File: src/hdl/fdc_pkg.sv
package fdc_pkg;

	//////////////////////////////
	// Widths and base types
	localparam int sram_addr_w = 19;			// 512K x 8 SRAM

	typedef logic [sram_addr_w-1:0] sram_addr_t;
	typedef logic [7:0] byte_t;

	// Identity words, read back at 04..07
	localparam logic [15:0] mco_type    = 16'hDD55;
	localparam logic [15:0] mco_version = 16'h001A;

	//////////////////////////////
	// Host register map
	typedef enum logic [7:0] {
		ADDR_LOW      = 8'h00,				// SRAM address [7:0]
		ADDR_HIGH     = 8'h01,				// SRAM address [15:8]
		ADDR_UPPER    = 8'h02,				// SRAM address [18:16]
		SRAM_DATA     = 8'h03,				// Data port, auto-increment
		DRIVE_CONTROL = 8'h04,				// Write side of 04
		TYPE_HIGH     = 8'h05,
		VER_LOW       = 8'h06,
		VER_HIGH      = 8'h07,
		STATUS        = 8'h0F,				// Read only
		STEP_RATE     = 8'hF0,
		STEP_CMD      = 8'hFF				// Write only
	} reg_addr_e;

	// Read side of 04
	localparam reg_addr_e TYPE_LOW = DRIVE_CONTROL;

	//////////////////////////////
	// Drive control, bit 0 is density
	typedef struct packed {
		logic       side_sel;				// Bit 7
		logic       motor_en;
		logic [3:0] drive_sel;
		logic       in_use;
		logic       density;				// Bit 0
	} drive_control_s;

	// Written as a byte, decoded as fields
	typedef union packed {
		byte_t          raw;
		drive_control_s f;
	} drive_control_u;

	typedef struct packed {
		logic       dir_in;					// 1 = towards the hub
		logic [6:0] count;					// Pulses to issue
	} step_cmd_s;

	//////////////////////////////
	// Wishbone classic, 8-bit
	typedef struct packed {
		logic  cyc;
		logic  stb;
		logic  we;
		byte_t adr;
		byte_t dat;
	} wb_m2s_s;

	typedef struct packed {
		logic  ack;
		byte_t dat;
	} wb_s2m_s;

	// Register file to SRAM controller
	typedef struct packed {
		logic  req;							// Single-cycle request
		logic  we;
		byte_t wdata;
	} sram_req_s;

	typedef struct packed {
		logic empty;						// Address is 0
		logic full;							// Address is all ones
	} sram_flags_s;

	typedef struct packed {
		logic  load_low;
		logic  load_high;
		logic  load_upper;
		byte_t data;
	} addr_load_s;

	// Drive status inputs
	typedef struct packed {
		logic index;
		logic track0;
		logic wrprot;
		logic rdy_dchg;
		logic dens_in;
	} fd_in_s;

endpackage

File: src/hdl/sram_ctrl.sv
`timescale 1ns/1ps

module sram_ctrl (
	input  logic                 CLK_MASTER,
	input  logic                 reset,
	input  fdc_pkg::addr_load_s  addr_load,		// Byte-wise address loads
	input  fdc_pkg::sram_req_s   sram_req,
	input  fdc_pkg::byte_t       sram_dq_in,		// SRAM data bus as seen
	output fdc_pkg::sram_addr_t  sram_a,
	output logic                 sram_we_n,
	output logic                 sram_oe_n,
	output fdc_pkg::sram_flags_s sram_flags,
	output logic                 done,			// Access complete
	output fdc_pkg::byte_t       rdata
);

	localparam int up_w = fdc_pkg::sram_addr_w - 16;	// Bits in the upper byte

	typedef enum logic [2:0] {
		S_IDLE,		// WE inactive, OE active
		S_OEIA,		// OE inactive, bus turns round
		S_WE_LO,	// Write strobe low
		S_WE_HI,	// Strobe back up, data still driven
		S_INC		// Write done, address bumps on exit
	} state_e;

	state_e state;
	logic   rd_done;		// Read taken last edge
	logic   rd_take;

	assign rd_take = (state == S_IDLE) && sram_req.req && !sram_req.we;
	assign done    = (state == S_INC) || rd_done;

	assign sram_flags = '{empty: (sram_a == '0), full: &sram_a};

	//////////////////////////////
	// Strobe machine
	always_ff @(posedge CLK_MASTER) begin
		if (reset) begin
			state     <= S_IDLE;
			sram_we_n <= 1'b1;
			sram_oe_n <= 1'b0;
			rd_done   <= 1'b0;
		end else begin
			rd_done <= rd_take;					// OE already on, one cycle
			case (state)
				S_IDLE: begin
					if (sram_req.req && sram_req.we) begin
						sram_oe_n <= 1'b1;		// Release the bus first
						state     <= S_OEIA;
					end
				end
				S_OEIA: begin
					sram_we_n <= 1'b0;
					state     <= S_WE_LO;
				end
				S_WE_LO: begin
					sram_we_n <= 1'b1;			// SRAM latches on this edge
					state     <= S_WE_HI;
				end
				S_WE_HI: begin
					state <= S_INC;
				end
				S_INC: begin
					sram_oe_n <= 1'b0;			// Back to read mode
					state     <= S_IDLE;
				end
				default: begin
					sram_we_n <= 1'b1;
					sram_oe_n <= 1'b0;
					state     <= S_IDLE;
				end
			endcase
		end
	end

	// Capture read data with the request
	always_ff @(posedge CLK_MASTER) begin
		if (rd_take) begin
			rdata <= sram_dq_in;
		end
	end

	//////////////////////////////
	// Address counter
	// Loads win over the increment and the count stops at full
	always_ff @(posedge CLK_MASTER) begin
		if (reset) begin
			sram_a <= '0;
		end else if (addr_load.load_low) begin
			sram_a[7:0] <= addr_load.data;
		end else if (addr_load.load_high) begin
			sram_a[15:8] <= addr_load.data;
		end else if (addr_load.load_upper) begin
			sram_a[fdc_pkg::sram_addr_w-1:16] <= addr_load.data[up_w-1:0];
		end else if (done && !sram_flags.full) begin
			sram_a <= sram_a + fdc_pkg::sram_addr_w'(1);	// Edge where done is seen
		end
	end

	// Never drive against the SRAM outputs
	a_we_oe_excl: assert property (@(posedge CLK_MASTER) disable iff (reset)
		!(!sram_we_n && !sram_oe_n));

endmodule

File: config.mk
export PLATFORM = sky130hd
export DESIGN_NAME = sram_ctrl
export DESIGN_NICKNAME = d
export VERILOG_FILES = /design/src/hdl/fdc_pkg.sv /design/src/hdl/sram_ctrl.sv
export SDC_FILE = /design/constraint.sdc
export NUM_CORES = 1
export LEC_CHECK = 0
export BUFFER_PORTS_ARGS = -buffer_cell sky130_fd_sc_hd__buf_2
export CAP_MARGIN = 15
export CORE_MARGIN = 1.5
export CORE_UTILIZATION = 30
export DETAILED_ROUTE_END_ITERATION = 7
export GPL_TIMING_DRIVEN = 0
export PLACE_DENSITY = 0.54
export REMOVE_ABC_BUFFERS = 1
export SLEW_MARGIN = 40
export SYNTH_ARGS = -nofsm -noshare
export SYNTH_HDL_FRONTEND = slang
export SYNTH_SLANG_ARGS = --single-unit
File: constraint.sdc
create_clock -name CLK_MASTER -period 3.42 [get_ports CLK_MASTER]
set_clock_uncertainty 0.15 [all_clocks]
set_input_delay 0.855 -clock CLK_MASTER [delete_from_list [all_inputs] [get_ports CLK_MASTER]]
set_output_delay 0.855 -clock CLK_MASTER [all_outputs]
set_load 0.02 [all_outputs]
==> impl_metrics.tcl, run 1 <==
set metrics [dict create \
    dp.cells 325 \
    grt_overflow_total 0 \
    p_seq_share_pct 47.5 \
    synth.most_common_cell "dfxtp_1" \
    synthArstFlopShare_pct 0 \
    yosys.area.top_type "dfxtp_1" \
    powerDensity_nw_per_um2 419 \
    finalSetupTns_ns 0 \
    n_fill_cell 650 \
    grt_pass1_wl_um 8500 \
    nets 290 \
    ys.flop_type "dfxtp_1" \
    critPathRequiredTime_ns 2.41 \
    status "complete, no violations" \
    highest_layer "met4" \
    synth_compound_area_share_pct 24.1 \
    synth_common_cells "25 x dfxtp_1, 19 x nor2_1, 13 x nand2_1, 11 x nor3_1, 9 x inv_1" \
    max-vdd-ir-drop_mv 0.188 \
    synthAdderAreaFrac_pct 1.34 \
    fin_crit_ns 3.15 \
    clk_path_buf_depth 2 \
    cp.arrival_ns 2.15 \
    ys_top_cells_by_area "dfxtp_1 27%, edfxtp_1 13%, nor2_1 3.8%, nor3_1 2.9%, nand4_1 2.7%" \
    synth_top_family_by_area "simple AND/OR/NAND/NOR gates" \
    antenna_found_initial 0 \
    cts_tree "done" \
    wirelength_met1_um 2510 \
    worst_hold_path_type "register to register" \
    grt_pass1_vias 1632 \
    yosys.area_share.simple_pct 26.9 \
    power_frac_comb_pct 14.8 \
    post-route-period-util_pct 92.2 \
    pin_count 63 \
    startpoint_type "register" \
    synth_area_um2 1870 \
    rsz0062_at_grt "no" \
    die_area_um2 6730 \
    switching_share_pct 27.4 \
    clockRootBuffer "clkbuf_8" \
    synth-seq-cells 33 \
    dieHeight_um 82.0 \
    dr_wl_met3_um 378 \
    ant_nets 0 \
    final_layout_size_suffix_gt1_share_pct 28.3 \
    post_synth_inst_count 208 \
    fmax_mhz 317 \
    layoutNonFillerInstCount 333 \
    core.rowCount 28 \
    htree_levels 2 \
    clkTransAtPathRegs_ns 0.07 \
    synth_xor_xnor_area_share_pct 1.40 \
    drt-vias-per-instance 5.58 \
    syn_to_final_growth_pct 21.2 \
    avgSynthCellArea_um2 9.01 \
    drtIter0Drc 190 \
    hold_violations 0 \
    globalplace.congestion 0.836 \
    coreArea_um2 5990 \
    setup_viol 0 \
    portBuffers 54 \
    criticalPathCategory "register to output port" \
    drc_errors 0 \
    power_uw 951 \
    slew_violations 0 \
    track_usage_pct 17.1 \
    insertion_delay_ns 0.28 \
    vias 1857 \
    avgRoutedWirePerCell_um 16.3 \
    cts_sinks 33 \
    synthDistinctLibCells 56 \
    grt_max_degree 33 \
    initial_utilization_pct 31.3 \
    slew_headroom_pct 58.0 \
    path_max_fanout 8 \
    maxCapViolCount 0 \
    synthDominantCellAreaShare_pct 26.7 \
    p_clk_share_pct 37.7 \
    end_kind "output port" \
    synth_mux_area_share_pct 0.534 \
    yosysWarningCount 0 \
    dpl.hpwl_um 3900 \
    wirelength_um 5420 \
    dpl-instance-area_um2 2160 \
    worst_pin_slew_ns 0.626 \
    synth-edff-count 8 \
    p_int_uw 691 \
    switchingPower_uw 260 \
    yosysSeqAreaShare_pct 39.5 \
    cts_resized 0 \
    holdBufCountCts 0 \
    diodes 0 \
    drtPass1Iterations 4 \
    final_cell_area_um2 2270 \
    dr_wl_met2_um 2450 \
    postCtsSetupBuffers 0 \
    power_leakage_nw 0.880 \
    dieWidth_um 82.0 \
    numCtsBuffers 5 \
]
[cell usage in the layout, fill, tap and decap left out, drive strengths merged, types with 2 or more instances in the layout]
| cell | synthesis | final |
|---|---|---|
| nor2 | 19 | 19 |
| nor4 | 8 | 8 |
| a41o | 2 | 2 |
| nor4b | 2 | 2 |
| o31ai | 4 | 4 |
| and3 | 3 | 3 |
| clkbuf | 11 | 6 |
| a32o | 2 | 2 |
| o311ai | 2 | 2 |
| nand2 | 15 | 15 |
| and2 | 3 | 3 |
| nand3 | 4 | 4 |
| o21bai | 3 | 3 |
| nand4 | 8 | 8 |
| o32ai | 3 | 3 |
| xnor2 | 3 | 3 |
| a211oi | 5 | 5 |
| a311oi | 5 | 5 |
| ha | 2 | 2 |
| buf | 1 | 54 |
| a21oi | 8 | 8 |
| or4 | 7 | 7 |
| and4 | 3 | 3 |
| edfxtp | 8 | 8 |
| or3 | 3 | 3 |
| o211a | 2 | 2 |
| a211o | 2 | 2 |
| nor3 | 11 | 11 |
| o21ai | 7 | 7 |
| a22oi | 2 | 2 |
| inv | 9 | 9 |
| dfxtp | 25 | 25 |
[kinds of logic (layout without fill, tap and decap cells)]
| logic type | Yosys count | after routing |
|---|---|---|
| buffers and inverters | 21 | 71 |
| adders and majority gates | 2 | 2 |
| muxes | 1 | 1 |
| and+or+nand+nor | 89 | 89 |
| DFF | 33 | 33 |
| AOI/OAI and AO/OA | 59 | 59 |
| xor gates and xnor gates | 3 | 3 |
[power by group through the flow]
stage / Combinational [mW] / Sequential (mW) / Clock (mW)
after floorplan: 0.0573 / 0.477 / 0
after global placement: 0.141 / 0.460 / 0
after detailed placement: 0.141 / 0.461 / 0
after CTS: 0.141 / 0.452 / 0.370
after global routing: 0.155 / 0.457 / 0.384
final: 0.140 / 0.452 / 0.359
[worst max-delay path, cell delays in order (launching register included)]
cell and delay [ns]:
dfxtp_1 0.46, nand3_1 0.30, or4_1 0.65, nor3_1 0.25
buf_2 0.21
[cell type report]
type,count,area (um2),share of cell area (%)
clock buffers,6,72.6,3.20
clock inverters,2,33.8,1.49
inverters,9,33.8,1.49
multi-input cells,154,1030,45.2
flip-flops and latches,33,741,32.6
well taps,75,93.8,4.13
repair buffers,54,270,11.9
[worst paths after layout]
kind,endpoint,cells past startpoint,from,slack (ns)
worst max-delay path,sram_flags[0],4,sram_a[7],0.27
worst min-delay path,sram_oe_n,2,sram_oe_n,0.37
worst max register to register,sram_a[2],6,sram_a[0],0.85
worst min register to register,sram_oe_n,2,sram_oe_n,0.37
[metrics by stage]
stage / hold WS (ns) / worst slack (ns) / util, %
after global routing: 0.430 / 0.126 / 37.9
after CTS: 0.374 / 0.288 / 37.8
final: 0.366 / 0.266 / 37.9
after floorplan: 0.347 / 0.550 / -
after detailed placement: 0.359 / 0.562 / 36.1
after global placement: 0.354 / 0.580 / 36.0
[registers in the layout, summed over array words and instances, names as in the netlist]
| signal | count |
|---|---|
| sram_oe_n | 1 |
| sram_we_n | 1 |
| state | 3 |
| sram_a | 19 |
| rdata | 8 |
| rd_done | 1 |
[layer usage]
metal	track usage, %	vias to the layer above
li1	-	922
met1	24.0	870
met2	26.1	58
met3	2.78	7
met4	6.10	0
met5	0	-
Note: power is estimated with default switching activity, not from simulation.
==> inputs of run 2 (changes only) <==
--- a/config.mk
+++ b/config.mk
@@ -10,7 +10,6 @@
 export CORE_MARGIN = 1.5
 export CORE_UTILIZATION = 30
 export DETAILED_ROUTE_END_ITERATION = 7
-export GPL_TIMING_DRIVEN = 0
 export PLACE_DENSITY = 0.54
 export REMOVE_ABC_BUFFERS = 1
 export SLEW_MARGIN = 40
==> run 2 against run 1 <==
Fmax grew 3.3%. Routed wire length grew 3.6%. Critical path depth is the same. Flip-flop and latch count is the same. Via count grew 5.2%. Sequential power is essentially flat. Count of clock-buffer cells in the layout shrank 1. Sequential share of layout area shrank 0.43 points. Clock power grew 6.7%. Largest cell class unchanged. Highest routed layer unchanged.
==> impl_metrics.tcl, run 2 (synthesized netlist as in run 1, its figures left out) <==
set metrics [dict create \
    clk_path_buf_depth 2 \
    critical_path.top_delay_family "simple AND/OR/NAND/NOR gates" \
    core.rowCount 28 \
    largest_register_ffs 19 \
    setup_slack_ns 0.366 \
    slew_headroom_pct 59.8 \
    max-vdd-ir-drop_mv 0.151 \
    startpoint_type "register" \
    top_regs "sram_a x19, rdata x8, state x3" \
    largest-register "sram_a" \
    powerDensity_nw_per_um2 425 \
    fin_crit_ns 3.05 \
    pin_count 63 \
    drc_errors 0 \
    power_leakage_nw 0.902 \
    path_buf_inv 1 \
    critPathRequiredTime_ns 2.41 \
    criticalPathCategory "register to output port" \
    cts_tree "done" \
    postCtsSetupBuffers 0 \
    holdBufCountCts 0 \
    pre_cts_slack_ns 0.726 \
    slowest_delay_ns 0.57 \
    p_seq_share_pct 46.1 \
    setup_viol 0 \
    grt_pass1_wl_um 8740 \
    status "complete, no violations" \
    diodes 0 \
    htree_levels 2 \
    cp.arrival_ns 2.05 \
    cts_resized 0 \
    p_clk_share_pct 39.2 \
    path_max_fanout 7 \
    cts_sinks 33 \
    power_uw 977 \
    drtPass1Iterations 4 \
    final_common_cell "buf_2" \
    final_layout_size_suffix_gt1_share_pct 29.4 \
    n_fill_cell 633 \
    slew_violations 0 \
    final_util_pct 38.4 \
    vias 1954 \
    avgRoutedWirePerCell_um 16.7 \
    globalplace.congestion 0.847 \
    coreArea_um2 5990 \
    track_usage_pct 17.7 \
    clockRootBuffer "clkbuf_8" \
    p_int_uw 695 \
    power_frac_comb_pct 14.7 \
    worst_hold_path_type "register to register" \
    end_kind "output port" \
    ant_nets 0 \
    portBuffers 54 \
    worst_pin_slew_ns 0.603 \
    insertion_delay_ns 0.29 \
    wirelength_um 5610 \
    numCtsBuffers 5 \
    antenna_found_initial 0 \
    die_area_um2 6730 \
    drt-vias-per-instance 5.80 \
    post-route-period-util_pct 89.3 \
    syn_to_final_growth_pct 22.8 \
    clkTransAtPathRegs_ns 0.08 \
    switchingPower_uw 283 \
    final_cell_mix "54 x buf_2, 25 x dfxtp_1, 19 x nor2_1" \
    hold_violations 0 \
    rsz0062_at_grt "no" \
    slowest_stage "or4_1" \
    grt_overflow_total 0 \
    nets 294 \
    dieWidth_um 82.0 \
    initial_utilization_pct 31.3 \
    finalSetupTns_ns 0 \
    fmax_mhz 327 \
    crit_path_cell_trace "nand4_1 > or4_1 > nor3_1 > buf_2" \
    switching_share_pct 28.9 \
    drtIter0Drc 154 \
    maxCapViolCount 0 \
    grt_max_degree 33 \
    grt_pass1_vias 1728 \
    dieHeight_um 82.0 \
    dpl.hpwl_um 4010 \
]
-- run 2: changes by cell type in the layout (fill, tap and decap cells not counted), sizes merged --
cell / delta
buf: +4
clkbuf: -1
clkinvlp: +1
-- run 2: final cells by class --
cell class              instances  area (um2)  area share, %
clock inverters                 3        46.3           2.01
multi-input cells             154        1020           44.2
well taps                      75        93.8           4.08
repair buffers                 58         300           13.1
flip-flops and latches         33         741           32.2
clock buffers                   5        68.8           2.99
inverters                       9        33.8           1.47
-- run 2: power by group through the flow --
stage	Combinational [mW]	Clock (mW)	Sequential [mW]
floorplan	0.0573	0	0.477
global placement	0.143	0	0.459
detailed placement	0.144	0	0.460
CTS	0.145	0.388	0.450
global route	0.159	0.408	0.456
finish	0.144	0.383	0.451
-- run 2: path summary, 6_finish.rpt --
kind,from,end,slack (ns),cells after the start
hold reg to reg,sram_oe_n,sram_oe_n,0.38,2
hold / removal,sram_oe_n,sram_oe_n,0.38,2
setup reg to reg,sram_a[0],sram_a[5],0.95,6
setup / recovery,sram_a[12],sram_flags[0],0.37,4
-- run 2: stage by stage --
step	hold slack [ns]	std cells	instance area (um2)
after floorplan	0.347	196	1790
after global placement	0.354	329	2190
after detailed placement	0.371	329	2190
after CTS	0.389	337	2300
after global routing	0.434	337	2300
final	0.377	337	2300
-- run 2: tightest hold or removal path: cells and delay by family (launching register included) --
family,cells,cell delay [ns]
AOI/OAI and AO/OA,1,0.04
DFF,1,0.33
and+or+nand+nor,1,0.11
-- run 2: metal layers --
layer	routed length [um]	track usage, %	up-vias	part of all wire, %
met4	62	6.10	0	1.1
met1	2630	24.0	952	47
met2	2590	27.4	61	46
met5	0	0	-	0
met3	330	4.22	5	5.9
li1	-	-	936	-
