[config.mk]
export PLATFORM = sky130hd
export DESIGN_NAME = step_ctrl
export DESIGN_NICKNAME = d
export VERILOG_FILES = /design/src/hdl/fdc_pkg.sv /design/src/hdl/step_ctrl.sv
export SDC_FILE = /design/constraint.sdc
export NUM_CORES = 1
export LEC_CHECK = 0
export BUFFER_PORTS_ARGS = -buffer_cell sky130_fd_sc_hd__buf_2
export CORE_ASPECT_RATIO = 2
export CORE_MARGIN = 2
export CORE_UTILIZATION = 25
export CTS_CLUSTER_DIAMETER = 50
export DETAILED_ROUTE_END_ITERATION = 8
export HOLD_SLACK_MARGIN = 0.05
export SLEW_MARGIN = 25
export SYNTH_ARGS = -nofsm -noshare
export SYNTH_HDL_FRONTEND = slang
export SYNTH_SLANG_ARGS = --single-unit
[constraint.sdc]
create_clock -name CLK_MASTER -period 6.9 [get_ports CLK_MASTER]
set_input_delay 1.38 -clock CLK_MASTER [delete_from_list [all_inputs] [get_ports CLK_MASTER]]
set_output_delay 1.38 -clock CLK_MASTER [all_outputs]
set_load 0.05 [all_outputs]
[src/hdl/fdc_pkg.sv]
package fdc_pkg;

	//////////////////////////////
	// Widths and base types
	localparam int sram_addr_w = 19;			// 512K x 8 SRAM

	typedef logic [sram_addr_w-1:0] sram_addr_t;
	typedef logic [7:0] byte_t;

	// Identity words, read back at 04..07
	localparam logic [15:0] mco_type    = 16'hDD55;
	localparam logic [15:0] mco_version = 16'h001A;

	//////////////////////////////
	// Host register map
	typedef enum logic [7:0] {
		ADDR_LOW      = 8'h00,				// SRAM address [7:0]
		ADDR_HIGH     = 8'h01,				// SRAM address [15:8]
		ADDR_UPPER    = 8'h02,				// SRAM address [18:16]
		SRAM_DATA     = 8'h03,				// Data port, auto-increment
		DRIVE_CONTROL = 8'h04,				// Write side of 04
		TYPE_HIGH     = 8'h05,
		VER_LOW       = 8'h06,
		VER_HIGH      = 8'h07,
		STATUS        = 8'h0F,				// Read only
		STEP_RATE     = 8'hF0,
		STEP_CMD      = 8'hFF				// Write only
	} reg_addr_e;

	// Read side of 04
	localparam reg_addr_e TYPE_LOW = DRIVE_CONTROL;

	//////////////////////////////
	// Drive control, bit 0 is density
	typedef struct packed {
		logic       side_sel;				// Bit 7
		logic       motor_en;
		logic [3:0] drive_sel;
		logic       in_use;
		logic       density;				// Bit 0
	} drive_control_s;

	// Written as a byte, decoded as fields
	typedef union packed {
		byte_t          raw;
		drive_control_s f;
	} drive_control_u;

	typedef struct packed {
		logic       dir_in;					// 1 = towards the hub
		logic [6:0] count;					// Pulses to issue
	} step_cmd_s;

	//////////////////////////////
	// Wishbone classic, 8-bit
	typedef struct packed {
		logic  cyc;
		logic  stb;
		logic  we;
		byte_t adr;
		byte_t dat;
	} wb_m2s_s;

	typedef struct packed {
		logic  ack;
		byte_t dat;
	} wb_s2m_s;

	// Register file to SRAM controller
	typedef struct packed {
		logic  req;							// Single-cycle request
		logic  we;
		byte_t wdata;
	} sram_req_s;

	typedef struct packed {
		logic empty;						// Address is 0
		logic full;							// Address is all ones
	} sram_flags_s;

	typedef struct packed {
		logic  load_low;
		logic  load_high;
		logic  load_upper;
		byte_t data;
	} addr_load_s;

	// Drive status inputs
	typedef struct packed {
		logic index;
		logic track0;
		logic wrprot;
		logic rdy_dchg;
		logic dens_in;
	} fd_in_s;

endpackage

[src/hdl/step_ctrl.sv]
`timescale 1ns/1ps

module step_ctrl #(
	parameter int tick_div = 10_000				// Clocks per 250 us tick
) (
	input  logic               CLK_MASTER,
	input  logic               reset,
	input  fdc_pkg::byte_t     step_rate,		// Low time in ticks
	input  logic               step_go,
	input  fdc_pkg::step_cmd_s step_cmd,
	input  logic               track0,			// High on track 0
	output logic               fd_step,
	output logic               fd_dir,			// 1 = towards the hub
	output logic               stepping
);

	localparam int tick_w = (tick_div > 1) ? $clog2(tick_div) : 1;

	typedef enum logic [1:0] {
		ST_IDLE,
		ST_LEAD,	// Dir set, waiting one tick
		ST_PULSE,	// Step high for one tick
		ST_GAP		// Step low for step_rate ticks
	} state_e;

	state_e            state;
	logic [tick_w-1:0] tick_cnt;
	logic              tick;			// Clock enable, one cycle per tick
	logic              go_ok;
	logic              at_stop;			// Outward and already home
	logic [6:0]        left;			// Pulses still to give
	fdc_pkg::byte_t    rate_cnt;
	fdc_pkg::byte_t    rate_next;

	// Commands while busy or with no count are dropped
	assign go_ok     = step_go && (state == ST_IDLE) && (step_cmd.count != 7'd0);
	assign tick      = (tick_cnt == tick_w'(tick_div - 1));
	assign at_stop   = !fd_dir && track0;
	assign rate_next = rate_cnt + 8'd1;
	assign stepping  = (state != ST_IDLE);

	//////////////////////////////
	// 250 us tick
	// Restarted on go so the lead is a whole tick
	always_ff @(posedge CLK_MASTER) begin
		if (reset || go_ok || tick) begin
			tick_cnt <= '0;
		end else begin
			tick_cnt <= tick_cnt + tick_w'(1);
		end
	end

	//////////////////////////////
	// Step sequencer
	always_ff @(posedge CLK_MASTER) begin
		if (reset) begin
			state   <= ST_IDLE;
			fd_step <= 1'b0;
			fd_dir  <= 1'b0;
		end else begin
			case (state)
				ST_IDLE: begin
					if (go_ok) begin
						fd_dir <= step_cmd.dir_in;
						state  <= ST_LEAD;
					end
				end
				ST_LEAD: begin
					if (at_stop) begin
						state <= ST_IDLE;		// Nothing to do outward
					end else if (tick) begin
						fd_step <= 1'b1;
						state   <= ST_PULSE;
					end
				end
				ST_PULSE: begin
					if (tick) begin
						fd_step <= 1'b0;
						state   <= ST_GAP;
					end
				end
				ST_GAP: begin
					if (at_stop) begin
						state <= ST_IDLE;		// Reached track 0, drop the rest
					end else if (tick && (rate_next >= step_rate)) begin
						if (left == 7'd0) begin
							state <= ST_IDLE;
						end else begin
							fd_step <= 1'b1;
							state   <= ST_PULSE;
						end
					end
				end
				default: state <= ST_IDLE;
			endcase
		end
	end

	// Pulse and gap counters, step-rate runs off the tick enable
	always_ff @(posedge CLK_MASTER) begin
		if (go_ok) begin
			left <= step_cmd.count;
		end else if ((state == ST_PULSE) && tick) begin
			left <= left - 7'd1;				// Counted as the pulse ends
		end
		if (state == ST_PULSE) begin
			rate_cnt <= '0;
		end else if ((state == ST_GAP) && tick) begin
			rate_cnt <= rate_next;
		end
	end

	// Direction is settled for the whole pulse
	a_dir_stable: assert property (@(posedge CLK_MASTER) disable iff (reset)
		fd_step |-> $stable(fd_dir));

	// No outward pulse starts on track 0
	a_no_step_home: assert property (@(posedge CLK_MASTER) disable iff (reset)
		$rose(fd_step) |-> (fd_dir || !$past(track0)));

endmodule

==> metrics.txt, run 1 <==
post-synth cell types 36; Row Count 44; Crit Path Category in -> reg; Net Count, Synth 243; Die Wd 65.21 um; post-synth top area cell dfxtp_1; Slew HR 0.3576; Starting Density 0.2577; Root Buffer clkbuf_16; most frequent cells in the layout dfxtp_1, nor2_1, buf_2, nand2_1, inv_1; DRC errors left 0; adder-cell share of the synthesized area 0.07348; RSZ-0062 raised after global routing no; IO Count 23; via count 1508; Synth area leaders dfxtp_1, edfxtp_1, ha_1, xor2_1, xnor2_1; met2 usage in global routing 0.1885; top-area cell type share of the netlist area 0.2779; Final Hold Viols 0; core footprint 7267 um2; Peak VDD IR 89.90 uV; CP peak stage delay 0.81 ns; DP Area 2056 um2; antenna violations before repair 0; CP Capture Type flip-flop; Sequential Area 730.7 um2; Worst-path clk slew 0.05 ns; Tot Pwr 0.0005018 W; number of global-route vias before repair 1564; fin nets 264; area of the die 8243 um2; drt total wl 3740 um; worst path cell trace buf_2 > or4_1 > o41a_1 > or3_1 > nor2_1; Fmax 292.1 MHz; Post-CTS Hold Fix Bufs 0; CTS resizes 0; DRT antenna net count 0; grt ovf 0; total negative setup slack 0 ns; met3 GRT Util 0.02482; design area 2193 um2; WP data arrival 3.62 ns; Synth Instances 212; chip height 126.4 um; Pins Over Slew Limit 0; xor/xnor share of the synthesized area 0.1263; Starting DRT DRC Count 43; met1 Track Usage GR 0.09121; proportion of layout cells with a drive suffix above 1 0.1752; status complete, no violations; type of origin of the critical path input pin; pwr dens 228.8 nW/um2; htree depth 2; GRT Total Usage 0.1016; Leakage 0.8681 nW; leading cell type in the layout, fill and taps excluded dfxtp_1; main combinational cell family by area after synthesis simple AND/OR/NAND/NOR gates; synth warn 0; simple-gate share of the synthesized area 0.2625; ANT cells 0; largest net degree at the start of global routing 15; Setup Skew 0.004738 ns; crit share post-route 0.4961; clock latency on the worst-skew pair 0.28 ns; gr busiest metal met2; CP Max Fanout 14; layout overhead on the synthesized area 17.10%; per-cell routed wire length 11.47 um; register area share after synthesis 0.3901; mux contribution to synthesized area 0.01069; DRT Pass-1 Iters 4; Slew @ Worst Pin 0.9636 ns; I/O Buffers 22; CTS buffer count 5; CP bufs+invs 1; Final Core Density 0.3018; Multi-input gate area 1044 um2; Min-Delay Path Class reg -> reg; Post-CTS Setup Bufs 0; WP data required 7.10 ns; maximum clock path buffer count 2; placer congestion estimate 0.7527; # clock sinks 33; crit path max-delay cell type or3_1; Max Cap Viol 0; final worst path period need 3.423 ns; # setup viols final 0; fillers 797; DP HPWL 2871 um; CTS tree built; first-pass GRT wire length 6465 um; CP top delay family simple AND/OR/NAND/NOR gates; via/cell ratio 4.626; Post-Syn Area 1873 um2; syn avg cell area 8.835 um2; Compound-Gate Fraction of Synth Area 0.08417; flops & latches, synth 33
cells by family (layout without fill, tap and decap cells):
| group | Yosys count | after routing |
|---|---|---|
| compound gates | 26 | 26 |
| xor+xnor | 27 | 27 |
| fa+ha+maj | 11 | 11 |
| buf+inv | 23 | 45 |
| flops | 33 | 33 |
| mux | 2 | 2 |
| simple gates | 90 | 90 |
sequential cells by signal (all words and copies together), names as in the netlist:
signal    count
left          7
fd_dir        1
fd_step       1
tick_cnt     14
state         2
rate_cnt      8
layer usage:
metal	wire length, um	part of all wire
met1	1362	0.36
met3	139	0.037
met2	2096	0.56
met4	141	0.038
met5	0	0
worst register-to-register path: cells and delay by family, from the launching register on:
kind	cells	cell delay, ns
simple gates	6	0.85
compound gates	2	0.80
fa+ha+maj	1	0.29
xor+xnor	1	0.21
flops	1	0.43
cells in the mapped netlist, drive strengths merged:
cell / count
or3: 3
nand2: 18
o311ai: 1
o41a: 1
inv: 15
xnor2: 13
buf: 2
nand2b: 3
ha: 11
a31o: 2
a21oi: 6
nand3: 13
mux2i: 2
and3: 4
nand4b: 1
or4: 2
nor2: 32
or2: 1
o21a: 1
nand4: 3
and4: 1
nor2b: 1
clkbuf: 6
dfxtp: 26
a31oi: 1
a21o: 1
edfxtp: 7
nor4: 2
o21ai: 12
nor3b: 2
a2111oi: 1
xor2: 14
nor3: 4
worst paths after layout:
| kind | startpoint | end | slack [ns] | cells after the start |
|---|---|---|---|---|
| worst max-delay path | step_cmd[3] | tick_cnt[13] | 3.48 | 5 |
| worst min-delay path | tick_cnt[0] | tick_cnt[0] | 0.47 | 1 |
| worst max register to register | rate_cnt[2] | state[1] | 4.24 | 10 |
| worst min register to register | tick_cnt[0] | tick_cnt[0] | 0.47 | 1 |
power by group:
group	switching (W)	total [W]	internal, W
Clock	0.0000797	0.000210	0.000130
Sequential	0.0000118	0.000224	0.000212
Combinational	0.0000407	0.0000676	0.0000269
through the flow:
step	hold slack (ns)	cells	setup slack (ns)
2_1_floorplan	0.4389	212	3.851
3_3_place_gp	0.4487	318	3.248
3_5_place_dp	0.4595	318	3.162
4_1_cts	0.4743	326	3.467
5_1_grt	0.4953	326	3.379
6_report	0.4650	326	3.477
cell type report:
type | count | area share
Multi-Input combinational cell | 156 | 0.4758
Clock buffer | 5 | 0.05705
Inverter | 15 | 0.02567
Tap cell | 92 | 0.05248
Timing Repair Buffer | 22 | 0.05020
Clock inverter | 3 | 0.005705
Sequential cell | 33 | 0.3331
(Power assumes the default switching activity.)
==> run 2: changes to the inputs <==
--- a/config.mk
+++ b/config.mk
@@ -5,6 +5,7 @@
 export SDC_FILE = /design/constraint.sdc
 export NUM_CORES = 1
 export LEC_CHECK = 0
+export ABC_AREA = 1
 export BUFFER_PORTS_ARGS = -buffer_cell sky130_fd_sc_hd__buf_2
 export CORE_ASPECT_RATIO = 2
 export CORE_MARGIN = 2
==> constraint.sdc (replaced) <==
create_clock -name CLK_MASTER -period 3.2 [get_ports CLK_MASTER]
set_input_delay 0.64 -clock CLK_MASTER [delete_from_list [all_inputs] [get_ports CLK_MASTER]]
set_output_delay 0.64 -clock CLK_MASTER [all_outputs]
set_load 0.05 [all_outputs]
==> run 2 against run 1 <==
  * Via count increased by 19%
  * Setup slack lost 2.5 ns
  * Worst hold slack worse by 0.018 ns
  * Synthesized cell count is 33% higher
  * First-iteration DRC count rose by 110%
  * Largest power group is now the clock network
  * Global-route usage increased by 0.50 points
  * Non-clock buffer count up 1
  * Highest routed layer unchanged
  * Utilization grew 0.36 points
  * Sequential power grew 140%
  * Sequential share of layout area decreased by 3.0 points
==> metrics.txt, run 2 <==
status complete, no violations; Synth area leaders dfxtp_1, nand2_1, edfxtp_1, inv_1, ha_1; Sequential Area 730.7 um2 (unchanged); Min-Delay Path Class reg -> reg; crit share post-route 0.6821; register area share after synthesis 0.3639 (-0.02625); share of flip-flops with an asynchronous set or reset 0 (unchanged); htree depth 2 (unchanged); Synth Instances 282 (+33%); RSZ-0062 raised after global routing no; Leakage 1.106 nW (+27%); Worst-path clk slew 0.05 ns (about the same); first-pass GRT wire length 6969 um (+7.8%); top-area cell type share of the netlist area 0.2592 (-0.01870); DRT Pass-1 Iters 4 (unchanged); worst reg2reg path depth 14 (+4); Slew HR 0.7064 (+0.3489); Multi-input gate area 1087 um2 (+4.2%); final worst path period need 2.183 ns; most frequent cell after synthesis nand2_1; Starting DRT DRC Count 92 (+110%); WP data arrival 2.36 ns (-1.26 ns); maximum clock path buffer count 2 (unchanged); proportion of layout cells with a drive suffix above 1 0.1576 (-0.01766); via/cell ratio 4.413 (-4.6%); clock latency on the worst-skew pair 0.28 ns (about the same); post-synth top area cell dfxtp_1; Die Wd 67.38 um (+3.3%); synth warn 0 (unchanged); Post-synth EDFFs 7 (unchanged); drt total wl 4330 um (+16%); total negative setup slack 0 ns (unchanged); post-synth cell types 33 (-8.3%); DRT antenna net count 0 (unchanged); hold path depth 2 (+1); dominant synthesized flop cell dfxtp_1; CP Max Fanout 5 (-9); Row Count 46 (+4.5%); pwr dens 631.5 nW/um2 (+180%); placer congestion estimate 0.8739 (+16%); IO Count 23 (unchanged); via count 1796 (+19%); chip height 130.8 um (+3.4%); GRT Total Usage 0.1066 (+0.005044); I/O Buffers 22 (unchanged); CP Capture Type flip-flop; Setup Skew 0.004080 ns (-0.0006585 ns); CTS buffer count 5 (unchanged); fin nets 341 (+29%); per-cell routed wire length 10.64 um (-7.3%); fillers 847 (+6.3%); flops & latches, synth 33 (unchanged); Regs by FF count tick_cnt (14), rate_cnt (8), left (7); Final WS setup 1.017 ns (-2.459 ns); DP HPWL 3544 um (+23%); area of the die 8809 um2 (+6.9%); leading cell type in the layout, fill and taps excluded nand2_1; CTS resizes 0 (unchanged); Max Cap Viol 0 (unchanged); Crit Path Category reg -> reg; Place WS 1.012 ns (-2.150 ns); core footprint 7885 um2 (+8.5%); Final Hold Viols 0 (unchanged); number of global-route vias before repair 1657 (+5.9%); Peak VDD IR 205.8 uV (+130%); ANT cells 0 (unchanged); design area 2409 um2 (+9.8%); Pins Over Slew Limit 0 (unchanged); Fmax 458.2 MHz; max reg flops 14 (unchanged); Starting Density 0.2547 (-0.003067); # clock sinks 33 (unchanged); Root Buffer clkbuf_16; DRC errors left 0 (unchanged); Tot Pwr 0.001521 W (+200%); syn avg cell area 7.121 um2 (-19%); grt ovf 0 (unchanged); most frequent cells in the layout nand2_1, inv_1, nor2_1, dfxtp_1, buf_2; WP data required 3.38 ns (-3.72 ns); antenna violations before repair 0 (unchanged); DP Area 2236 um2 (+8.8%); Reg with most FFs tick_cnt; Post-CTS Setup Bufs 0 (unchanged); worst hold margin 0.4468 ns (-0.01822 ns); # setup viols final 0 (unchanged); Post-CTS Hold Fix Bufs 0 (unchanged); CTS tree built; Post-Syn Area 2008 um2 (+7.2%); Slew @ Worst Pin 0.4387 ns (-0.5249 ns); most frequent cells after synthesis nand2_1, inv_1, nor2_1, dfxtp_1, a21oi_1; layout overhead on the synthesized area 19.94%; largest net degree at the start of global routing 13 (-2); Net Count, Synth 313 (+29%); type of origin of the critical path flip-flop
==> run 2: metrics by stage <==
stage,instances,util
2_1_floorplan,282,-
4_1_cts,407,0.3055
3_5_place_dp,399,0.2836
3_3_place_gp,399,0.2836
6_report,407,0.3055
5_1_grt,407,0.3055
==> run 2: worst paths after layout <==
check,startpoint,to,slack [ns]
hold reg to reg,fd_step,fd_step,0.45
setup / recovery,rate_cnt[0],state[1],1.02
setup reg to reg,rate_cnt[0],state[1],1.02
hold / removal,fd_step,fd_step,0.45
==> run 2: cell families after synthesis <==
logic type                 count (synthesis)  synth area share
adders and majority gates                 11           0.06853
AOI/OAI and AO/OA                         43            0.1228
buffers and inverters                     50           0.09470
xor gates and xnor gates                  12           0.05234
DFF                                       33            0.3639
and+or+nand+nor                          133            0.2978
==> run 2: critical path, stage by stage, from the launching register on <==
cell and delay [ns]:
dfxtp_1 0.39, ha_1 0.21, nand3_1 0.11, nand3b_1 0.18, xor2_1 0.17, inv_1 0.06
ha_1 0.27, nand2_1 0.06, o21a_1 0.18, nand2_1 0.06, nand2_1 0.04, nand2_1 0.07
nand2_1 0.08, a21oi_1 0.13, nor2_1 0.06
==> run 2: power by group <==
group	internal (W)	leakage [nW]	total [W]	switching, W
Combinational	0.000136	0.745	0.000414	0.000278
Clock	0.000388	0.0841	0.000560	0.000172
Sequential	0.000505	0.277	0.000547	0.0000425
Total	0.00103	1.11	0.00152	0.000492
==> run 2: layout make-up <==
class	count	share of cell area
multi-input cells	199	0.4514
clock buffers	7	0.05922
well taps	96	0.04987
flip-flops and latches	33	0.3034
repair buffers	23	0.04883
clock inverters	1	0.01247
inverters	48	0.07481
==> run 2: layer usage <==
layer  vias up  GRT usage  routed length (um)
li1        966          -                   -
met1       796    0.08682                1469
met2        27     0.2178                2635
met3         7    0.02226                 122
met4         0    0.06122                 103
met5         -          0                   0
