[src/hdl/fdc_pkg.sv]
package fdc_pkg;

	//////////////////////////////
	// Widths and base types
	localparam int sram_addr_w = 19;			// 512K x 8 SRAM

	typedef logic [sram_addr_w-1:0] sram_addr_t;
	typedef logic [7:0] byte_t;

	// Identity words, read back at 04..07
	localparam logic [15:0] mco_type    = 16'hDD55;
	localparam logic [15:0] mco_version = 16'h001A;

	//////////////////////////////
	// Host register map
	typedef enum logic [7:0] {
		ADDR_LOW      = 8'h00,				// SRAM address [7:0]
		ADDR_HIGH     = 8'h01,				// SRAM address [15:8]
		ADDR_UPPER    = 8'h02,				// SRAM address [18:16]
		SRAM_DATA     = 8'h03,				// Data port, auto-increment
		DRIVE_CONTROL = 8'h04,				// Write side of 04
		TYPE_HIGH     = 8'h05,
		VER_LOW       = 8'h06,
		VER_HIGH      = 8'h07,
		STATUS        = 8'h0F,				// Read only
		STEP_RATE     = 8'hF0,
		STEP_CMD      = 8'hFF				// Write only
	} reg_addr_e;

	// Read side of 04
	localparam reg_addr_e TYPE_LOW = DRIVE_CONTROL;

	//////////////////////////////
	// Drive control, bit 0 is density
	typedef struct packed {
		logic       side_sel;				// Bit 7
		logic       motor_en;
		logic [3:0] drive_sel;
		logic       in_use;
		logic       density;				// Bit 0
	} drive_control_s;

	// Written as a byte, decoded as fields
	typedef union packed {
		byte_t          raw;
		drive_control_s f;
	} drive_control_u;

	typedef struct packed {
		logic       dir_in;					// 1 = towards the hub
		logic [6:0] count;					// Pulses to issue
	} step_cmd_s;

	//////////////////////////////
	// Wishbone classic, 8-bit
	typedef struct packed {
		logic  cyc;
		logic  stb;
		logic  we;
		byte_t adr;
		byte_t dat;
	} wb_m2s_s;

	typedef struct packed {
		logic  ack;
		byte_t dat;
	} wb_s2m_s;

	// Register file to SRAM controller
	typedef struct packed {
		logic  req;							// Single-cycle request
		logic  we;
		byte_t wdata;
	} sram_req_s;

	typedef struct packed {
		logic empty;						// Address is 0
		logic full;							// Address is all ones
	} sram_flags_s;

	typedef struct packed {
		logic  load_low;
		logic  load_high;
		logic  load_upper;
		byte_t data;
	} addr_load_s;

	// Drive status inputs
	typedef struct packed {
		logic index;
		logic track0;
		logic wrprot;
		logic rdy_dchg;
		logic dens_in;
	} fd_in_s;

endpackage

[src/hdl/fdc_reg_file.sv]
`timescale 1ns/1ps

module fdc_reg_file (
	input  logic                    CLK_MASTER,
	input  logic                    reset,
	input  fdc_pkg::wb_m2s_s        wb_i,
	output fdc_pkg::wb_s2m_s        wb_o,
	input  fdc_pkg::fd_in_s         fd_i,
	input  fdc_pkg::sram_addr_t     sram_addr,		// Current counter value
	input  fdc_pkg::sram_flags_s    sram_flags,
	input  logic                    sram_done,
	input  fdc_pkg::byte_t          sram_rdata,
	input  logic                    stepping,
	output fdc_pkg::addr_load_s     addr_load,
	output fdc_pkg::sram_req_s      sram_req,
	output fdc_pkg::drive_control_u drive_control,
	output fdc_pkg::byte_t          step_rate,		// Gap in 250 us ticks
	output logic                    step_go,
	output fdc_pkg::step_cmd_s      step_cmd
);

	logic           ack_q;
	fdc_pkg::byte_t dat_q;
	logic           busy;				// SRAM access in flight
	logic           start;				// New bus cycle seen
	logic           is_sram;
	fdc_pkg::byte_t rd_mux;
	logic           load_low_q;
	logic           load_high_q;
	logic           load_upper_q;
	fdc_pkg::byte_t load_data_q;

	assign wb_o = '{ack: ack_q, dat: dat_q};

	// Ack low check stops a held stb restarting the cycle
	assign start   = wb_i.cyc && wb_i.stb && !ack_q && !busy;
	assign is_sram = (wb_i.adr == fdc_pkg::SRAM_DATA);

	// Request straight off the bus, dat is held until ack
	assign sram_req = '{req: start && is_sram, we: wb_i.we, wdata: wb_i.dat};

	assign addr_load = '{
		load_low:   load_low_q,
		load_high:  load_high_q,
		load_upper: load_upper_q,
		data:       load_data_q
	};

	//////////////////////////////
	// Readback mux
	always_comb begin
		case (wb_i.adr)
			fdc_pkg::ADDR_LOW:   rd_mux = sram_addr[7:0];
			fdc_pkg::ADDR_HIGH:  rd_mux = sram_addr[15:8];
			fdc_pkg::ADDR_UPPER: rd_mux = {5'b0, sram_addr[18:16]};
			fdc_pkg::SRAM_DATA:  rd_mux = sram_rdata;
			fdc_pkg::TYPE_LOW:   rd_mux = fdc_pkg::mco_type[7:0];
			fdc_pkg::TYPE_HIGH:  rd_mux = fdc_pkg::mco_type[15:8];
			fdc_pkg::VER_LOW:    rd_mux = fdc_pkg::mco_version[7:0];
			fdc_pkg::VER_HIGH:   rd_mux = fdc_pkg::mco_version[15:8];
			fdc_pkg::STATUS: begin
				rd_mux = {fd_i.index, fd_i.track0, fd_i.wrprot, fd_i.rdy_dchg,
					fd_i.dens_in, stepping, sram_flags.empty, sram_flags.full};
			end
			fdc_pkg::STEP_RATE:  rd_mux = step_rate;
			default:             rd_mux = 8'h00;	// Unmapped and STEP_CMD
		endcase
	end

	//////////////////////////////
	// Bus control and registers
	always_ff @(posedge CLK_MASTER) begin
		if (reset) begin
			ack_q         <= 1'b0;
			busy          <= 1'b0;
			step_go       <= 1'b0;
			load_low_q    <= 1'b0;
			load_high_q   <= 1'b0;
			load_upper_q  <= 1'b0;
			drive_control <= '0;				// All drive pins inactive
			step_rate     <= '0;
		end else begin
			ack_q        <= 1'b0;				// Pulses by default
			step_go      <= 1'b0;
			load_low_q   <= 1'b0;
			load_high_q  <= 1'b0;
			load_upper_q <= 1'b0;
			if (busy) begin
				if (sram_done) begin			// Ack the cycle after done
					ack_q <= 1'b1;
					busy  <= 1'b0;
				end
			end else if (start) begin
				if (is_sram) begin
					busy <= 1'b1;				// Wait on the SRAM controller
				end else begin
					ack_q <= 1'b1;
					if (wb_i.we) begin
						case (wb_i.adr)
							fdc_pkg::ADDR_LOW:      load_low_q   <= 1'b1;
							fdc_pkg::ADDR_HIGH:     load_high_q  <= 1'b1;
							fdc_pkg::ADDR_UPPER:    load_upper_q <= 1'b1;
							fdc_pkg::DRIVE_CONTROL: drive_control.raw <= wb_i.dat;
							fdc_pkg::STEP_RATE:     step_rate <= wb_i.dat;
							fdc_pkg::STEP_CMD:      step_go <= 1'b1;
							default: ;				// Read-only, ignored
						endcase
					end
				end
			end
		end
	end

	// Read data, address byte and step command capture
	always_ff @(posedge CLK_MASTER) begin
		if (busy && sram_done) begin
			dat_q <= sram_rdata;				// Valid with done
		end else if (start) begin
			dat_q <= rd_mux;
		end
		if (start) begin
			load_data_q <= wb_i.dat;
		end
		if (start && wb_i.we && (wb_i.adr == fdc_pkg::STEP_CMD)) begin
			step_cmd <= fdc_pkg::step_cmd_s'(wb_i.dat);
		end
	end

	// Slave never acks outside a master cycle
	a_ack_in_cycle: assert property (@(posedge CLK_MASTER) disable iff (reset)
		ack_q |-> (wb_i.cyc && wb_i.stb));

endmodule

[config.mk]
export PLATFORM = sky130hd
export DESIGN_NAME = fdc_reg_file
export DESIGN_NICKNAME = d
export VERILOG_FILES = /design/src/hdl/fdc_pkg.sv /design/src/hdl/fdc_reg_file.sv
export SDC_FILE = /design/constraint.sdc
export NUM_CORES = 1
export LEC_CHECK = 0
export BUFFER_PORTS_ARGS = -buffer_cell sky130_fd_sc_hd__buf_4
export CELL_PAD_IN_SITES_DETAIL_PLACEMENT = 2
export CELL_PAD_IN_SITES_GLOBAL_PLACEMENT = 2
export CORE_MARGIN = 2
export CORE_UTILIZATION = 27
export CTS_BUF_LIST = sky130_fd_sc_hd__clkbuf_16
export DETAILED_ROUTE_END_ITERATION = 16
export PLACE_DENSITY_LB_ADDON = 0.3
export SLEW_MARGIN = 20
export SYNTH_ARGS = -nofsm -noshare
export SYNTH_HDL_FRONTEND = slang
export SYNTH_SLANG_ARGS = --single-unit
[constraint.sdc]
create_clock -name CLK_MASTER -period 2.87 [get_ports CLK_MASTER]
set_input_delay 0.861 -clock CLK_MASTER [delete_from_list [all_inputs] [get_ports CLK_MASTER]]
set_output_delay 0.861 -clock CLK_MASTER [all_outputs]
set_load 0.005 [all_outputs]
==> qor.csv, run 1 <==
metric;value;unit
# hold bufs at CTS;0;
Initial Utilization;27.5;%
Synth top area share;32.4;%
Worst Setup SP;wb_i[12];
flops & latches, synth;46;
CTS resizes;0;
CP Capture Type;output port;
Final Skew;0.00860;ns
number of port buffers;111;
PwrDens;450;nW/um2
total die area;8990;um2
min cycle time layout;2.77;ns
DRT iter0 DRCs;86;
R2R depth;6;
asr flop ratio synth;0;%
top_reg_cell synth;edfxtp_1;
residual DRC count;0;
Worst R2R Start;busy$_SDFF_PP0_;
I/O pin cnt;112;
WP data arrival;1.91;ns
average routed wire per standard cell;17.7;um
Setup CP Type;primary input to output port;
antenna violations before repair;0;
Root Driver;clkbuf_16;
Mapped Area;2230;um2
register area;1160;um2
maximum buffer depth of the clock tree;2;
Cell variety after synth;43;
Mapped Avg Cell Area;11.3;um2
# clock sinks;46;
ANT nets after route;0;
H-tree levels;2;
Max transition margin;64.0;%
Die W;94.8;um
count leader, synth;nor2_1;
ANT cells;0;
first-pass iteration count of the detailed router;4;
TNS Setup;0;ns
Slew Viols, Final;0;
CP startpoint kind;primary input;
multi-input logic area;932;um2
number of synthesized flops with an enable pin;24;
layout cell share with drive strength beyond 1;46.2;%
number of vias per cell;4.75;
status;finished, final reports clean;
Final period util;96.4;%
Critical Path End;sram_req[9];
VDD IR-drop max;236;uV
CTS tree;built;
R2R Setup Slk;0.97;ns
sequential area share after synthesis;52.2;%
Setup Viol. Count Final;0;
Routability Congestion;0.779;
Site Rows;33;
first-pass GRT wire length;10.9;mm
Final Util;40.4;%
RSZ-0062 raised after global routing;false;
syn_nets;254;
detailed placement HPWL;5.63;mm
Total Nets Final;355;
Synth area leaders;edfxtp_1 32%, dfxtp_1 20%, mux2i_1 9.0%;
Post-Syn Instances;197;
measured slew at the worst slew-check pin;0.539;ns
core area;8090;um2
Skew-Pair Late Insertion Delay;0.29;ns
Tot GR Track Use;16.3;%
postcts setup bufs;0;
Synth warnings;0;
Synth top cells by count;27 x nor2_1, 24 x edfxtp_1, 22 x dfxtp_1, 20 x mux2i_1, 13 x buf_4;
hold crit path type;register to register;
Layout area overhead;46.8;%
fill cell count;913;
vias in the first global route;1986;
largest net degree at the start of global routing;23;
gr ovfl total;0;
# Max-Cap Violations;0;
Reg-to-Reg End;drive_control[2]$_SDFFE_PP0P_;
final hold vios;0;
Min-Delay Startpoint;drive_control[1]$_SDFFE_PP0P_;
Fmax;361;MHz
Worst EP required;2.01;ns
largest area contributor in the netlist;edfxtp_1;
CTS Buf Count;5;
LEAKAGE;1.42;nW
Reg clk slew, reported paths;0.07;ns
DR vias;1918;
CP max FO;2;
Total Wirelength;7.16;mm
Die H;94.8;um
-- through the flow --
| step | setup WS, ns | power (mW) | std cells | hold slack (ns) | cell area (um2) |
|---|---|---|---|---|---|
| floorplan | 0.194 | 0.789 | 197 | 0.475 | 2230 |
| global placement | 0.134 | 0.891 | 396 | 0.476 | 3110 |
| detailed placement | 0.102 | 0.894 | 396 | 0.488 | 3110 |
| CTS | 0.0919 | 1.49 | 404 | 0.505 | 3270 |
| global route | 0.0574 | 1.53 | 404 | 0.546 | 3270 |
| finish | 0.103 | 1.47 | 404 | 0.500 | 3270 |
-- placed cells by master (no fill, tap or decap), drive strengths merged, types with 2 or more instances in the layout --
cell,count
and2,3
nor4b,2
a22o,8
inv,3
a21oi,6
a221o,2
o2bb2ai,2
edfxtp,24
mux4,3
buf,118
nor2,28
nor3,3
dfxtp,22
nor4,3
mux2i,20
clkbuf,5
nand3,3
a22oi,2
nand4,3
a31oi,3
nand2,10
and3,3
xor2,2
o21ai,7
or3,3
-- routing by layer --
metal  share of wire (%)  track usage (%)  vias up
met5                   0                0        -
met4                 1.1             4.35        0
met3                 5.2             3.67        6
met2                  50             26.7       58
met1                  44             21.7      935
li1                    -                -      919
-- worst max-delay path, cell delays in order --
cell	delay [ns]
buf_4	0.12
nor4_4	0.28
and2_0	0.25
and3_1	0.25
buf_4	0.13
-- final cells by class --
type | count | area share (%)
Clock inverter | 3 | 0.881
Timing Repair Buffer | 118 | 27.1
Tap cell | 105 | 4.02
Sequential cell | 46 | 35.5
Clock buffer | 5 | 3.83
Multi-Input combinational cell | 126 | 28.5
Inverter | 1 | 0.115
-- worst min-delay path by stage --
stage	endpoint	slack, ns	cells past startpoint
6_report	drive_control[1]$_SDFFE_PP0P_	0.50	2
5_1_grt	drive_control[6]$_SDFFE_PP0P_	0.55	2
4_1_cts	drive_control[6]$_SDFFE_PP0P_	0.51	2
3_5_place_dp	drive_control[6]$_SDFFE_PP0P_	0.49	2
3_3_place_gp	drive_control[5]$_SDFFE_PP0P_	0.48	2
2_1_floorplan	busy$_SDFF_PP0_	0.47	2
-- state kept, by name, indices dropped and copies added (netlist names) --
register,cells
dat_q,8
ack_q,1
step_go,1
step_rate,8
load_low_q,1
step_cmd,8
drive_control,8
load_high_q,1
load_upper_q,1
busy,1
load_data_q,8
-- kinds of logic (layout without fill, tap and decap cells) --
family / count (synthesis) / in the layout / share of synthesized area (%)
compound gates: 35 / 35 / 11.1
xor+xnor: 2 / 2 / 0.787
buf+inv: 25 / 127 / 6.63
flops: 46 / 46 / 52.2
mux: 24 / 24 / 12.5
simple gates: 65 / 65 / 16.8
-- where the power goes --
part / internal [mW] / leakage, nW / switching, mW / total, mW
Combinational: 0.0950 / 0.942 / 0.0800 / 0.175
Sequential: 0.699 / 0.405 / 0.00258 / 0.702
Clock: 0.334 / 0.0763 / 0.261 / 0.595
Total: 1.13 / 1.42 / 0.344 / 1.47
Note: power is estimated with default switching activity, not from simulation.
==> inputs of run 2 (changes only) <==
--- a/config.mk
+++ b/config.mk
@@ -11,5 +11,6 @@
 export CORE_MARGIN = 2
-export CORE_UTILIZATION = 27
+export CORE_UTILIZATION = 24
 export CTS_BUF_LIST = sky130_fd_sc_hd__clkbuf_16
 export DETAILED_ROUTE_END_ITERATION = 16
+export MAX_ROUTING_LAYER = met4
 export PLACE_DENSITY_LB_ADDON = 0.3
==> constraint.sdc (replaced) <==
create_clock -name CLK_MASTER -period 2.29 [get_ports CLK_MASTER]
set_input_delay 0.1145 -clock CLK_MASTER [delete_from_list [all_inputs] [get_ports CLK_MASTER]]
set_output_delay 0.1145 -clock CLK_MASTER [all_outputs]
set_load 0.005 [all_outputs]
==> qor.csv, run 2 (synthesis gave the netlist of run 1 again) <==
metric;value;unit
status;finished, final reports clean;
postcts setup bufs;0;
Reg-to-Reg End;drive_control[6]$_SDFFE_PP0P_;
Setup Viol. Count Final;0;
Root Driver;clkbuf_16;
Max transition margin;59.5;%
core area;9110;um2
maximum buffer depth of the clock tree;2;
I/O pin cnt;112;
Final period util;77.6;%
Post-Place Worst Slack;0.354;ns
number of port buffers;111;
Worst R2R Start;busy$_SDFF_PP0_;
commonest cells after routing, fill and taps aside;114 x buf_4, 27 x nor2_1, 24 x edfxtp_1;
Die W;100;um
CP max-delay cell;nor4bb_4;
Hold Path Depth;1;
# hold bufs at CTS;0;
LEAKAGE;1.40;nW
detailed placement HPWL;5.70;mm
max incr delay on CP;0.37;ns
WP data arrival;1.95;ns
average routed wire per standard cell;18.2;um
Endpoint, Worst Hold;load_data_q[5]$_DFFE_PN_;
Skew-Pair Late Insertion Delay;0.29;ns
Site Rows;35;
ANT cells;0;
Die H;100;um
Min-Delay Startpoint;wb_i[5];
Slew Viols, Final;0;
R2R Setup Slk;0.51;ns
CTS resizes;0;
hold crit path type;primary input to register;
Tot GR Track Use;15.2;%
multi-input logic area;932;um2
ANT nets after route;0;
VDD IR-drop max;281;uV
CTS tree;built;
CP startpoint kind;register;
final hold vios;0;
Worst EP required;2.46;ns
PwrDens;561;nW/um2
Finished Layout Cells;406;
antenna violations before repair;0;
most common cell after layout, fill and taps aside;buf_4;
first-pass iteration count of the detailed router;4;
DR vias;1899;
measured slew at the worst slew-check pin;0.603;ns
H-tree levels;2;
Layout area overhead;45.5;%
Reg clk slew, reported paths;0.07;ns
Bufs and invs on worst path;1;
# Max-Cap Violations;0;
register area;1160;um2
DRT iter0 DRCs;71;
Routability Congestion;0.777;
first-pass GRT wire length;11.5;mm
CP Capture Type;register;
number of vias per cell;4.68;
RSZ-0062 raised after global routing;false;
Fmax;563;MHz
TNS Setup;0;ns
Setup CP Type;register to register;
total die area;10100;um2
Initial Utilization;24.4;%
residual DRC count;0;
vias in the first global route;2030;
CTS Buf Count;5;
gr ovfl total;0;
fill cell count;1013;
min cycle time layout;1.78;ns
Worst Setup Slack, final;0.514;ns
layout cell share with drive strength beyond 1;45.4;%
Final Skew;0.00954;ns
R2R depth;6;
largest net degree at the start of global routing;24;
Total Wirelength;7.37;mm
dpl cells;398;
# clock sinks;46;
CP max FO;8;
Total Nets Final;351;
worst-path cell chain;nor4bb_4 -> nand2_1 -> nor3_4 -> buf_4 -> mux2i_1 -> nor2_1;
Top Family by Delay on Critical Path;simple AND/OR/NAND/NOR gates;
==> run 2: cell count changes in the layout (fill, tap and decap cells not counted), sizes merged <==
cell,delta
buf,-4
clkinv,-1
clkinvlp,+1
==> run 2: power breakdown <==
group | leakage [nW] | switching [mW] | internal, mW
sequential | 0.405 | 0.00359 | 0.877
clock | 0.0708 | 0.311 | 0.409
combinational | 0.921 | 0.101 | 0.116
==> run 2: cell type report <==
cell class / instances / share of cell area (%)
Multi-Input combinational cell: 126 / 28.8
Sequential cell: 46 / 35.8
Inverter: 1 / 0.116
Tap cell: 111 / 4.29
Timing Repair Buffer: 114 / 26.4
Clock inverter: 3 / 0.695
Clock buffer: 5 / 3.86
==> run 2: how the worst max path moves through the flow <==
stage,startpoint,depth (start not counted),end,slack (ns)
floorplan,wb_i[9],5,step_cmd[0]$_DFFE_PP_,0.39
global placement,wb_i[8],6,dat_q[4]$_DFFE_PP_,0.48
detailed placement,wb_i[11],6,dat_q[1]$_DFFE_PP_,0.35
CTS,busy$_SDFF_PP0_,6,drive_control[6]$_SDFFE_PP0P_,0.49
global route,busy$_SDFF_PP0_,6,drive_control[6]$_SDFFE_PP0P_,0.39
finish,busy$_SDFF_PP0_,6,drive_control[6]$_SDFFE_PP0P_,0.51
==> run 2: layer usage <==
metal  share of wire [%]  GRT usage [%]  wire [um]
met4                0.83           3.16         61
met3                 4.3           3.20        318
met2                  49           23.9       3580
met5                   0              -          0
met1                  46           20.4       3410
==> run 2: stage by stage <==
step | utilization (%) | hold WS [ns] | power [mW] | cell area (um2)
after floorplan | - | 0.191 | 0.988 | 2230
after global placement | 33.9 | 0.333 | 1.12 | 3090
after detailed placement | 33.9 | 0.335 | 1.12 | 3090
after CTS | 35.6 | 0.0303 | 1.84 | 3240
after global routing | 35.6 | 0.0304 | 1.89 | 3240
final | 35.6 | 0.0358 | 1.82 | 3240
